### src/verilog/aFifoPkg.sv
//============================================================
// Shared FIFO sizes and the direction latch encoding
//============================================================

`default_nettype none

package aFifoPkg;

   //============================================================
   // Sizes
   //============================================================

   // Word width on both ports
   localparam int DataWidth = 8;

   // Pointer width, also the memory address width
   localparam int AddressWidth = 4;

   // Number of storage words
   // Always a power of two so Gray pointers wrap cleanly
   localparam int FifoDepth = 1 << AddressWidth;

   //============================================================
   // Direction latch
   //============================================================

   // Remembers which way the pointers last moved
   // Pointer equality alone cannot tell full from empty
   // GoingEmpty is the reset value
   typedef enum logic {
      GoingEmpty = 1'b0,
      GoingFull  = 1'b1
   } fifoDirT;

endpackage

`default_nettype wire

### src/verilog/grayCounter.sv
//============================================================
// Gray-code pointer counter with enable and async reset
//============================================================

`timescale 1ns/1ps
`default_nettype none

module grayCounter (
   // Counter clock, WClk or RClk depending on the instance
   input  logic                              Clk,
   // Async reset, restarts the pointer sequence at zero
   input  logic                              PresetEmpty,
   // Advance on this edge
   input  logic                              CountEn,
   // Registered Gray pointer
   output logic [aFifoPkg::AddressWidth-1:0] GrayCount
);

   //============================================================
   // Internal state
   //============================================================

   // Binary count, kept one step ahead of the Gray output
   logic [aFifoPkg::AddressWidth-1:0] binaryCount;

   // Gray code of the current binary count
   logic [aFifoPkg::AddressWidth-1:0] nextGray;

   //============================================================
   // Binary to Gray conversion
   //============================================================

   // Top bit passes through
   // Lower bits are xor of neighbouring binary bits
   always_comb begin
      nextGray = binaryCount ^ (binaryCount >> 1);
   end

   //============================================================
   // Count registers
   //============================================================

   // Binary starts at one so the first enabled edge
   // moves the pointer from 0 to gray(1)
   always_ff @(posedge Clk or posedge PresetEmpty) begin
      if (PresetEmpty) begin
         binaryCount <= {{(aFifoPkg::AddressWidth-1){1'b0}}, 1'b1};
         GrayCount   <= '0;
      end
      else if (CountEn) begin
         // Pointer takes the precomputed code
         GrayCount   <= nextGray;
         // Wraps naturally at FifoDepth
         binaryCount <= binaryCount + 1'b1;
      end
   end

   // Only one output bit flips per enabled edge
   // which makes the pointer safe to sample in the other domain

endmodule

`default_nettype wire

### config.mk
export PLATFORM = sky130hd
export DESIGN_NAME = grayCounter
export DESIGN_NICKNAME = d
export VERILOG_FILES = /design/src/verilog/aFifoPkg.sv /design/src/verilog/grayCounter.sv
export SDC_FILE = /design/constraint.sdc
export NUM_CORES = 1
export LEC_CHECK = 0
export ABC_AREA = 1
export BUFFER_PORTS_ARGS = -buffer_cell sky130_fd_sc_hd__buf_2
export CAP_MARGIN = 20
export CORE_AREA = 5 5 42 44
export DETAILED_ROUTE_END_ITERATION = 7
export DIE_AREA = 0 0 47 49
export PLACE_DENSITY = 0.51
export REMOVE_ABC_BUFFERS = 1
export SLEW_MARGIN = 20
export SYNTH_ARGS = -nofsm -noshare
export SYNTH_HDL_FRONTEND = slang
export SYNTH_SLANG_ARGS = --single-unit
### constraint.sdc
create_clock -name Clk -period 0.9 [get_ports Clk]
set_input_delay 0.135 -clock Clk [delete_from_list [all_inputs] [get_ports Clk]]
set_output_delay 0.135 -clock Clk [all_outputs]
set_load 0.02 [all_outputs]
==> results of run 1 <==
## sequential cells by signal, indices dropped and copies added, names as in the netlist
register / cells
GrayCount: 4
binaryCount: 3
## cell usage in the layout (no fill, tap or decap), drive strengths merged
cell | synthesis | final
dfstp | 1 | 1
dlygate4sd3 | 0 | 1
clkbuf | 0 | 4
nand3 | 3 | 3
o21ai | 1 | 1
dfrtp | 6 | 6
xor2 | 1 | 1
ha | 2 | 2
inv | 6 | 6
nand2 | 16 | 16
buf | 2 | 13
nand4 | 1 | 1
## kinds of logic after synthesis
group,Yosys count
buffers and inverters,8
AND/OR/NAND/NOR,20
AO/OA/AOI/OAI,1
flip-flops,7
XOR/XNOR,1
adder cells (fa/ha/maj),2
## area by class of cell
class / count / area, um2 / share of cell area (%)
inverter: 6 / 22.5 / 4.23
sequential: 7 / 176 / 33.1
multi-input combinational: 24 / 155 / 29.1
timing repair buffer: 14 / 133 / 24.9
clock buffer: 4 / 26.3 / 4.93
tap: 16 / 20.0 / 3.76
## metal layers
| layer | GRT usage, % | vias up |
|---|---|---|
| met4 | 4.15 | 0 |
| met1 | 8.97 | 134 |
| met3 | 4.43 | 2 |
| met5 | 0 | - |
| li1 | - | 153 |
| met2 | 11.3 | 6 |
## final timing paths
path                       slack, ns  cells past startpoint            from        endpoint
setup reg to reg               -0.08                      4  binaryCount[0]  binaryCount[2]
max in group asynchronous       0.27                      3     PresetEmpty  binaryCount[0]
hold reg to reg                 0.59                      3    GrayCount[2]    GrayCount[2]
min in group asynchronous       0.36                      3     PresetEmpty    GrayCount[3]
setup / recovery               -0.13                      2    GrayCount[0]    GrayCount[0]
hold / removal                  0.19                      2         CountEn  binaryCount[0]
## power by group through the flow
stage	registers (mW)	logic, mW	clock network, mW
after detailed placement	0.578	0.670	0
after floorplan	0.697	0.290	0
after global routing	0.639	1.19	0.326
final	0.621	1.10	0.299
after CTS	0.591	0.901	0.305
after global placement	0.578	0.675	0
## repair_timing
action / in CTS / in global routing
endpoints found under the hold margin: 6 / 0
pin swaps: 0 / 7
hold buffers: 1 / 0
setup buffers: 2 / 2
setup endpoints to repair: 8 / 9
gates resized for setup: 12 / 7
## through the flow
| step | power (mW) | utilization (%) | hold slack (ns) | TNS, ns | instances |
|---|---|---|---|---|---|
| floorplan | 0.988 | - | -0.0623 | -0.361 | 37 |
| global placement | 1.25 | 28.3 | 0.0787 | -0.165 | 62 |
| detailed placement | 1.25 | 28.3 | 0.0824 | -0.166 | 62 |
| CTS | 1.80 | 35.1 | 0.165 | -0.560 | 69 |
| global route | 2.16 | 38.0 | 0.188 | -0.681 | 71 |
| finish | 2.02 | 38.0 | 0.185 | -0.424 | 71 |
## worst max-delay path: cells and delay by family, from the launching register on
family                 cells  cell delay, ns
buffers and inverters      2            0.25
flip-flops                 1            0.39
==> impl_metrics.yaml, run 1 <==
detailed_routing:
  vias: 295
  wl_um: 750
  ant_nets: 0
  drc: 0
  top_layer: "met4"
  m1WireLength_um: 321
  wl_met3_um: 36
  wl_met2_um: 372
  drt_iter0_markers: 0
  avgViaCountPerCell: 4.15
  avgRoutedWirePerCell_um: 10.6
  dr.pass1.iters: 1
run_status:
  failed_checks: "setup timing"
  status: "finished, violations left"
timing:
  setup_ws_ns: -0.128
  period_share_pct: 114
  clock.fmax_mhz: 973
  min_period_ns: 1.03
  hold_violations: 0
  slew_viol_final: 0
  rsz0062_at_grt: "true"
  tightest_slew_ns: 0.281
  clock-skew-final_ns: 0.00500
  setup_violations: 8
  slew_headroom_pct: 81.3
place:
  dpl_worst_slack_ns: -0.0719
  gp_congestion: 0.712
  dp_hpwl_um: 456
  io_buffers: 6
  place_area_um2: 397
logic_synthesis:
  yosysUniqueCellTypes: 13
  post-synth-top-count-cell: "nand2_1"
  synth_top_family_by_area: "simple AND/OR/NAND/NOR gates"
  synth_compound_area_share_pct: 1.46
  synthTopCellsByArea: "dfrtp_1, nand2_1, dfstp_2"
  ys_ff_latch: 7
  synthSimpleGateAreaFrac_pct: 25.2
  netlist.area_leader.share_pct: 43.8
  muxShareOfSynthArea_pct: 0
  synth_commonest_cells: "nand2_1, dfrtp_1, inv_1"
  synthCells: 39
  syn-cell-area_um2: 343
  synthFlopType: "dfrtp_1"
  ys_async_sr_fraction_pct: 100
  synth_adder_area_share_pct: 7.30
  synth_top_area_cell: "dfrtp_1"
  synth_area_per_cell_um2: 8.79
  synthXorXnorAreaFrac_pct: 2.55
  yosysWarnings: 0
  synth_seq_area_share_pct: 51.5
  synth-edff-count: 0
layout:
  diodes: 0
  drive_above_1_share_pct: 43.6
  finalNetCount: 61
  finish.instance_area_um2: 533
  syn_to_final_growth_pct: 55.5
  n_fill_cell: 156
worst_setup_path:
  cp.arrival_ns: 0.89
  crit_chain: "buf_6 > buf_6"
  crit_path_top_delay_cell: "dfrtp_1"
  worst_ep_required_time_ns: 0.76
  critPathMostFrequentCell: "buf_6"
  path_class: "flop to primary output"
  cp_max_fo: 2
  crit_path_max_incr_delay_ns: 0.39
  worstSetupEndpointType: "primary output"
  start_kind: "flop"
clock_tree:
  clock_latency_ns: 0.26
  cts_buffers: 3
  cts.sinks: 7
  cts_max_path_buffers: 2
  cts-root-buf: "clkbuf_4"
  cts_tree: "built"
  clk_pin_slew_worst_paths_ns: 0.06
  h-tree-depth: 1
global_routing:
  grt-ovfl-total: 0
  grt_max_degree: 10
  grt_pass1_wl_mm: 1.22
  track_usage_pct: 7.87
  antenna_found_initial: 0
  grt_pass1_vias: 279
die:
  die_w_um: 47
  start_util_pct: 24.5
  die_area_um2: 2300
  num_io_pins: 7
  die_y_um: 49
  core_um2: 1400
  rows: 14
power_and_ir_drop:
  vdd_drop_max_mv: 1.66
  switching_share_pct: 36.6
  powerDensity_nw_per_um2: 3790
  comb_power_share_pct: 54.5
  clock_power_share_pct: 14.8
  p_leak_nw: 0.273
  pwr-share-seq_pct: 30.7
  p_int_mw: 1.28
  switchingPower_mw: 0.740
worst_hold_path:
  hold_path.class: "input pin to flop"
run:
  cap_violations: 0
No activity file was read; power rests on OpenSTA's default activity.
==> inputs of run 2 (changes only) <==
--- a/config.mk
+++ b/config.mk
@@ -6,14 +6,16 @@
 export NUM_CORES = 1
 export LEC_CHECK = 0
 export ABC_AREA = 1
+export ABC_CLOCK_PERIOD_IN_PS = 1300
 export BUFFER_PORTS_ARGS = -buffer_cell sky130_fd_sc_hd__buf_2
 export CAP_MARGIN = 20
 export CORE_AREA = 5 5 42 44
 export DETAILED_ROUTE_END_ITERATION = 7
 export DIE_AREA = 0 0 47 49
-export PLACE_DENSITY = 0.51
+export PLACE_DENSITY = 0.5
 export REMOVE_ABC_BUFFERS = 1
 export SLEW_MARGIN = 20
 export SYNTH_ARGS = -nofsm -noshare
 export SYNTH_HDL_FRONTEND = slang
 export SYNTH_SLANG_ARGS = --single-unit
+export TNS_END_PERCENT = 1
==> constraint.sdc (replaced) <==
create_clock -name Clk -period 1.3 [get_ports Clk]
set_input_delay 0.195 -clock Clk [delete_from_list [all_inputs] [get_ports Clk]]
set_output_delay 0.195 -clock Clk [all_outputs]
set_load 0.02 [all_outputs]
==> run 2 against run 1 <==
The run now ends clean. Sequential power shrank 31%. Register-to-register slack better by 0.33 ns. Routed wire length down 20%. Clock power is 35% lower. Hold slack improved by 0.045 ns. Count of clock-buffer cells in the layout is the same. Non-clock buffer count decreased by 7. Clock skew shrank 0.0033 ns. Critical path depth up 1. Combinational power fell by 66%. Die area is the same. Critical path type is now flop to flop. Critical endpoint is now GrayCount[0]. Largest cell class unchanged.
==> impl_metrics.yaml, run 2 (synthesized netlist as in run 1, its figures left out) <==
timing:
  rsz0062_at_grt: "false"
  hold_violations: 0
  min_period_ns: 1.05
  clock-skew-final_ns: 0.00169
  setup_violations: 0
  slew_headroom_pct: 82.2
  tns_ns: 0
  tightest_slew_ns: 0.267
  clock.fmax_mhz: 953
  period_share_pct: 80.7
  slew_viol_final: 0
worst_setup_path:
  r2r_cells: 3
  critPathMostFrequentCell: "nand2_1"
  cp_max_fo: 4
  start_kind: "flop"
  path_buf_inv: 0
  reg2reg_slack_ns: 0.25
  cp.arrival_ns: 1.19
  timing.rr.start: "binaryCount[0]"
  path_delay_family: "flip-flops"
  crit_path_top_delay_cell: "dfstp_2"
  worst_ep_required_time_ns: 1.44
  worstSetupEndpointType: "flop"
  path_class: "flop to flop"
  crit_chain: "ha_1 > nand2_1 > nand2_1"
  r2r-end: "GrayCount[0]"
  crit_path_max_incr_delay_ns: 0.58
detailed_routing:
  ant_nets: 0
  avgViaCountPerCell: 4.17
  wl_um: 603
  avgRoutedWirePerCell_um: 9.42
  drt_iter0_markers: 4
  dr.pass1.iters: 4
  vias: 267
  drc: 0
place:
  io_buffers: 6
  dp_hpwl_um: 434
  gp_congestion: 0.747
die:
  die_area_um2: 2300
  core_um2: 1400
  start_util_pct: 24.5
  rows: 14
  die_y_um: 49
  die_w_um: 47
  num_io_pins: 7
layout:
  largest_registers: "GrayCount (4), binaryCount (3)"
  multi_input_area_um2: 125
  finalNetCount: 54
  diodes: 0
  final_cell_mix: "nand2_1, dfrtp_1, buf_2"
  largest_register: "GrayCount"
  largest_reg_flops: 4
  final_common_cell: "nand2_1"
  drive_above_1_share_pct: 25.0
  seq_area_um2: 176
  n_fill_cell: 169
  syn_to_final_growth_pct: 19.7
global_routing:
  track_usage_pct: 6.38
  grt-ovfl-total: 0
  antenna_found_initial: 0
  grt_pass1_wl_mm: 1.04
  grt_pass1_vias: 258
  grt_max_degree: 10
clock_tree:
  cts_buffers: 3
  cts.sinks: 7
  cts-resized-gates: 0
  h-tree-depth: 1
  clk_pin_slew_worst_paths_ns: 0.05
  cts-hold-fix-buffers: 1
  cts_setup_buffers: 0
  clock_latency_ns: 0.25
  cts-root-buf: "clkbuf_4"
  cts_tree: "built"
  cts_max_path_buffers: 2
power_and_ir_drop:
  p_leak_nw: 0.228
  powerDensity_nw_per_um2: 2430
  p_total_mw: 0.996
  vdd_drop_max_mv: 1.05
worst_hold_path:
  min_from: "CountEn"
  worstHoldPathCells: 2
  hold_path.class: "input pin to flop"
  holdPathEnd: "binaryCount[0]"
run:
  cap_violations: 0
run_status:
  status: "finished clean"
## run 2: cell count changes in the layout (fill, tap and decap cells not counted)
cell     delta
buf_4       -3
ha_4        -2
inv_1       +1
ha_1        +2
inv_2       -1
buf_6       -8
buf_2       +4
nand2_1     +2
nand2_2     -2
## run 2: routing by layer
layer | routed length [um] | up-vias | GRT usage (%)
li1 | - | 136 | -
met2 | 269 | 10 | 9.73
met1 | 270 | 116 | 7.17
met4 | 17 | 0 | 4.15
met5 | 0 | - | 0
met3 | 46 | 5 | 2.21
## run 2: layout make-up
class	instances	area share, %
multi-input cells	24	30.5
repair buffers	7	9.76
flip-flops and latches	7	43.0
inverters	6	5.49
well taps	16	4.88
clock buffers	4	6.40
## run 2: power by group
part / internal [mW] / switching, mW
sequential: 0.335 / 0.0926
combinational: 0.148 / 0.227
clock: 0.117 / 0.0760
## run 2: how the worst max path moves through the flow
| stage | startpoint | end | cells after the start |
|---|---|---|---|
| after global placement | binaryCount[0] | GrayCount[0] | 3 |
| after detailed placement | binaryCount[0] | binaryCount[2] | 4 |
| after CTS | binaryCount[0] | GrayCount[0] | 3 |
| after global routing | binaryCount[0] | binaryCount[2] | 4 |
| final | binaryCount[0] | GrayCount[0] | 3 |
| after floorplan | GrayCount[0] | binaryCount[3] | 5 |
## run 2: through the flow
| stage | std cells | setup slack, ns | instance area [um2] | util (%) | hold slack, ns |
|---|---|---|---|---|---|
| 6_report | 64 | 0.251 | 410 | 29.3 | 0.230 |
| 5_1_grt | 64 | 0.203 | 410 | 29.3 | 0.236 |
| 4_1_cts | 64 | 0.245 | 410 | 29.3 | 0.224 |
| 3_5_place_dp | 59 | 0.282 | 374 | 26.7 | 0.141 |
| 3_3_place_gp | 59 | 0.295 | 374 | 26.7 | 0.138 |
| 2_1_floorplan | 37 | 0.293 | 324 | - | -0.00233 |
==> inputs of run 3 (changes only) <==
--- a/config.mk
+++ b/config.mk
@@ -6,13 +6,13 @@
 export NUM_CORES = 1
 export LEC_CHECK = 0
 export ABC_AREA = 1
-export ABC_CLOCK_PERIOD_IN_PS = 1300
+export ABC_CLOCK_PERIOD_IN_PS = 850
 export BUFFER_PORTS_ARGS = -buffer_cell sky130_fd_sc_hd__buf_2
 export CAP_MARGIN = 20
 export CORE_AREA = 5 5 42 44
 export DETAILED_ROUTE_END_ITERATION = 7
 export DIE_AREA = 0 0 47 49
-export PLACE_DENSITY = 0.5
+export PLACE_DENSITY = 0.51
 export REMOVE_ABC_BUFFERS = 1
 export SLEW_MARGIN = 20
 export SYNTH_ARGS = -nofsm -noshare
==> constraint.sdc (replaced) <==
create_clock -name Clk -period 0.85 [get_ports Clk]
set_input_delay 0.1275 -clock Clk [delete_from_list [all_inputs] [get_ports Clk]]
set_output_delay 0.1275 -clock Clk [all_outputs]
set_load 0.02 [all_outputs]
==> run 3 against run 2 <==
The run now ends with setup timing left. First-iteration DRC count is 75% lower. Count of clock-buffer cells in the layout unchanged. Global-route usage up 1.8 points. Utilization grew 5.8 points.
==> impl_metrics.yaml, run 3 (synthesized netlist as in run 1, its figures left out) <==
clock_tree:
  clk_pin_slew_worst_paths_ns: 0.06
  clock_latency_ns: 0.26
  cts.sinks: 7
  h-tree-depth: 1
  cts_max_path_buffers: 2
  cts_buffers: 3
  cts-root-buf: "clkbuf_4"
  cts_tree: "built"
worst_setup_path:
  timing.rr.start: "binaryCount[0]"
  r2r_cells: 4
  crit_chain: "buf_6 > buf_6"
  path_class: "flop to primary output"
  worst_ep_required_time_ns: 0.72
  crit_path_top_delay_cell: "dfrtp_1"
  critPathMostFrequentCell: "buf_6"
  crit_start: "GrayCount[0]"
  worstSetupEndpointType: "primary output"
  cp_max_fo: 2
  start_kind: "flop"
  cp.arrival_ns: 0.91
  crit_path_max_incr_delay_ns: 0.40
  crit_path_end: "GrayCount[0]"
  r2r-end: "binaryCount[2]"
  reg2reg_slack_ns: -0.13
timing:
  setup_ws_ns: -0.184
  slew_viol_final: 0
  hold_ws_ns: 0.179
  clock-skew-final_ns: 0.00455
  min_period_ns: 1.03
  tns_ns: -0.911
  period_share_pct: 122
  slew_headroom_pct: 81.3
  rsz0062_at_grt: "true"
  tightest_slew_ns: 0.280
  hold_violations: 0
  setup_violations: 10
  clock.fmax_mhz: 967
detailed_routing:
  drt_iter0_markers: 1
  drc: 0
  avgViaCountPerCell: 4.15
  wl_um: 746
  ant_nets: 0
  vias: 282
  avgRoutedWirePerCell_um: 11.0
  dr.pass1.iters: 2
die:
  start_util_pct: 24.5
  die_w_um: 47
  rows: 14
  num_io_pins: 7
  core_um2: 1400
  die_y_um: 49
  die_area_um2: 2300
global_routing:
  grt-ovfl-total: 0
  grt_max_degree: 10
  grt_pass1_wl_mm: 1.26
  track_usage_pct: 8.22
  grt_pass1_vias: 283
  antenna_found_initial: 0
power_and_ir_drop:
  powerDensity_nw_per_um2: 3990
  p_leak_nw: 0.253
  p_total_mw: 1.96
  vdd_drop_max_mv: 1.72
layout:
  largest_reg_flops: 4
  final_cell_mix: "nand2_1, dfrtp_1, buf_2, buf_6, inv_1"
  finalNetCount: 58
  diodes: 0
  drive_above_1_share_pct: 40.4
  n_fill_cell: 162
  largest_registers: "GrayCount (4), binaryCount (3)"
  syn_to_final_growth_pct: 43.4
  final_common_cell: "nand2_1"
  largest_register: "GrayCount"
worst_hold_path:
  hold_path.class: "input pin to flop"
run_status:
  failed_checks: "setup timing"
  status: "finished, violations left"
place:
  dp_hpwl_um: 456
  gp_congestion: 0.712
  io_buffers: 6
run:
  cap_violations: 0
==> run 3: worst min-delay path by stage <==
stage | slack (ns) | endpoint | depth (start not counted) | start
floorplan | -0.07 | GrayCount[0] | 1 | PresetEmpty
global placement | 0.07 | GrayCount[2] | 2 | PresetEmpty
detailed placement | 0.07 | GrayCount[2] | 2 | PresetEmpty
CTS | 0.16 | binaryCount[0] | 2 | CountEn
global route | 0.18 | binaryCount[0] | 2 | CountEn
finish | 0.18 | binaryCount[0] | 2 | CountEn
==> run 3: per-stage QoR <==
step / setup slack (ns) / std cells / area [um2] / utilization [%]
floorplan: -0.157 / 37 / 324 / -
global route: -0.220 / 68 / 492 / 35.1
global placement: -0.114 / 62 / 397 / 28.3
CTS: -0.166 / 68 / 473 / 33.8
finish: -0.184 / 68 / 492 / 35.1
detailed placement: -0.122 / 62 / 397 / 28.3
==> run 3: power breakdown <==
part	leakage (nW)	total (mW)	switching [mW]	internal, mW
clock	0.0150	0.316	0.136	0.180
sequential	0.0803	0.643	0.131	0.512
combinational	0.158	1.00	0.487	0.517
==> run 3: layout make-up <==
cell class | count | area, um2 | share of cell area, %
inverters | 6 | 22.5 | 4.58
clock buffers | 4 | 26.3 | 5.34
multi-input cells | 24 | 155 | 31.6
repair buffers | 11 | 91.3 | 18.6
flip-flops and latches | 7 | 176 | 35.9
well taps | 16 | 20.0 | 4.07
==> run 3: what timing repair did <==
action                                  in CTS  in global routing
resized for setup                            9                  4
pin swaps                                    0                  5
buffers inserted                             1                  0
endpoints found under the hold margin        6                  0
hold buffers                                 1                  0
endpoints found under the setup margin      10                 10
==> run 3: worst max-delay path, delay by kind of cell, from the launching register on <==
family / cells / cell delay, ns
DFF: 1 / 0.40
buffers and inverters: 2 / 0.25
==> run 3: per-layer routing <==
metal / share of wire (%) / routed length (um) / up-vias / global-route usage (%)
li1: - / - / 144 / -
met5: 0 / 0 / - / 0
met2: 49 / 364 / 6 / 12.7
met3: 5.1 / 38 / 2 / 4.43
met1: 43 / 323 / 130 / 8.74
met4: 2.5 / 19 / 0 / 4.15
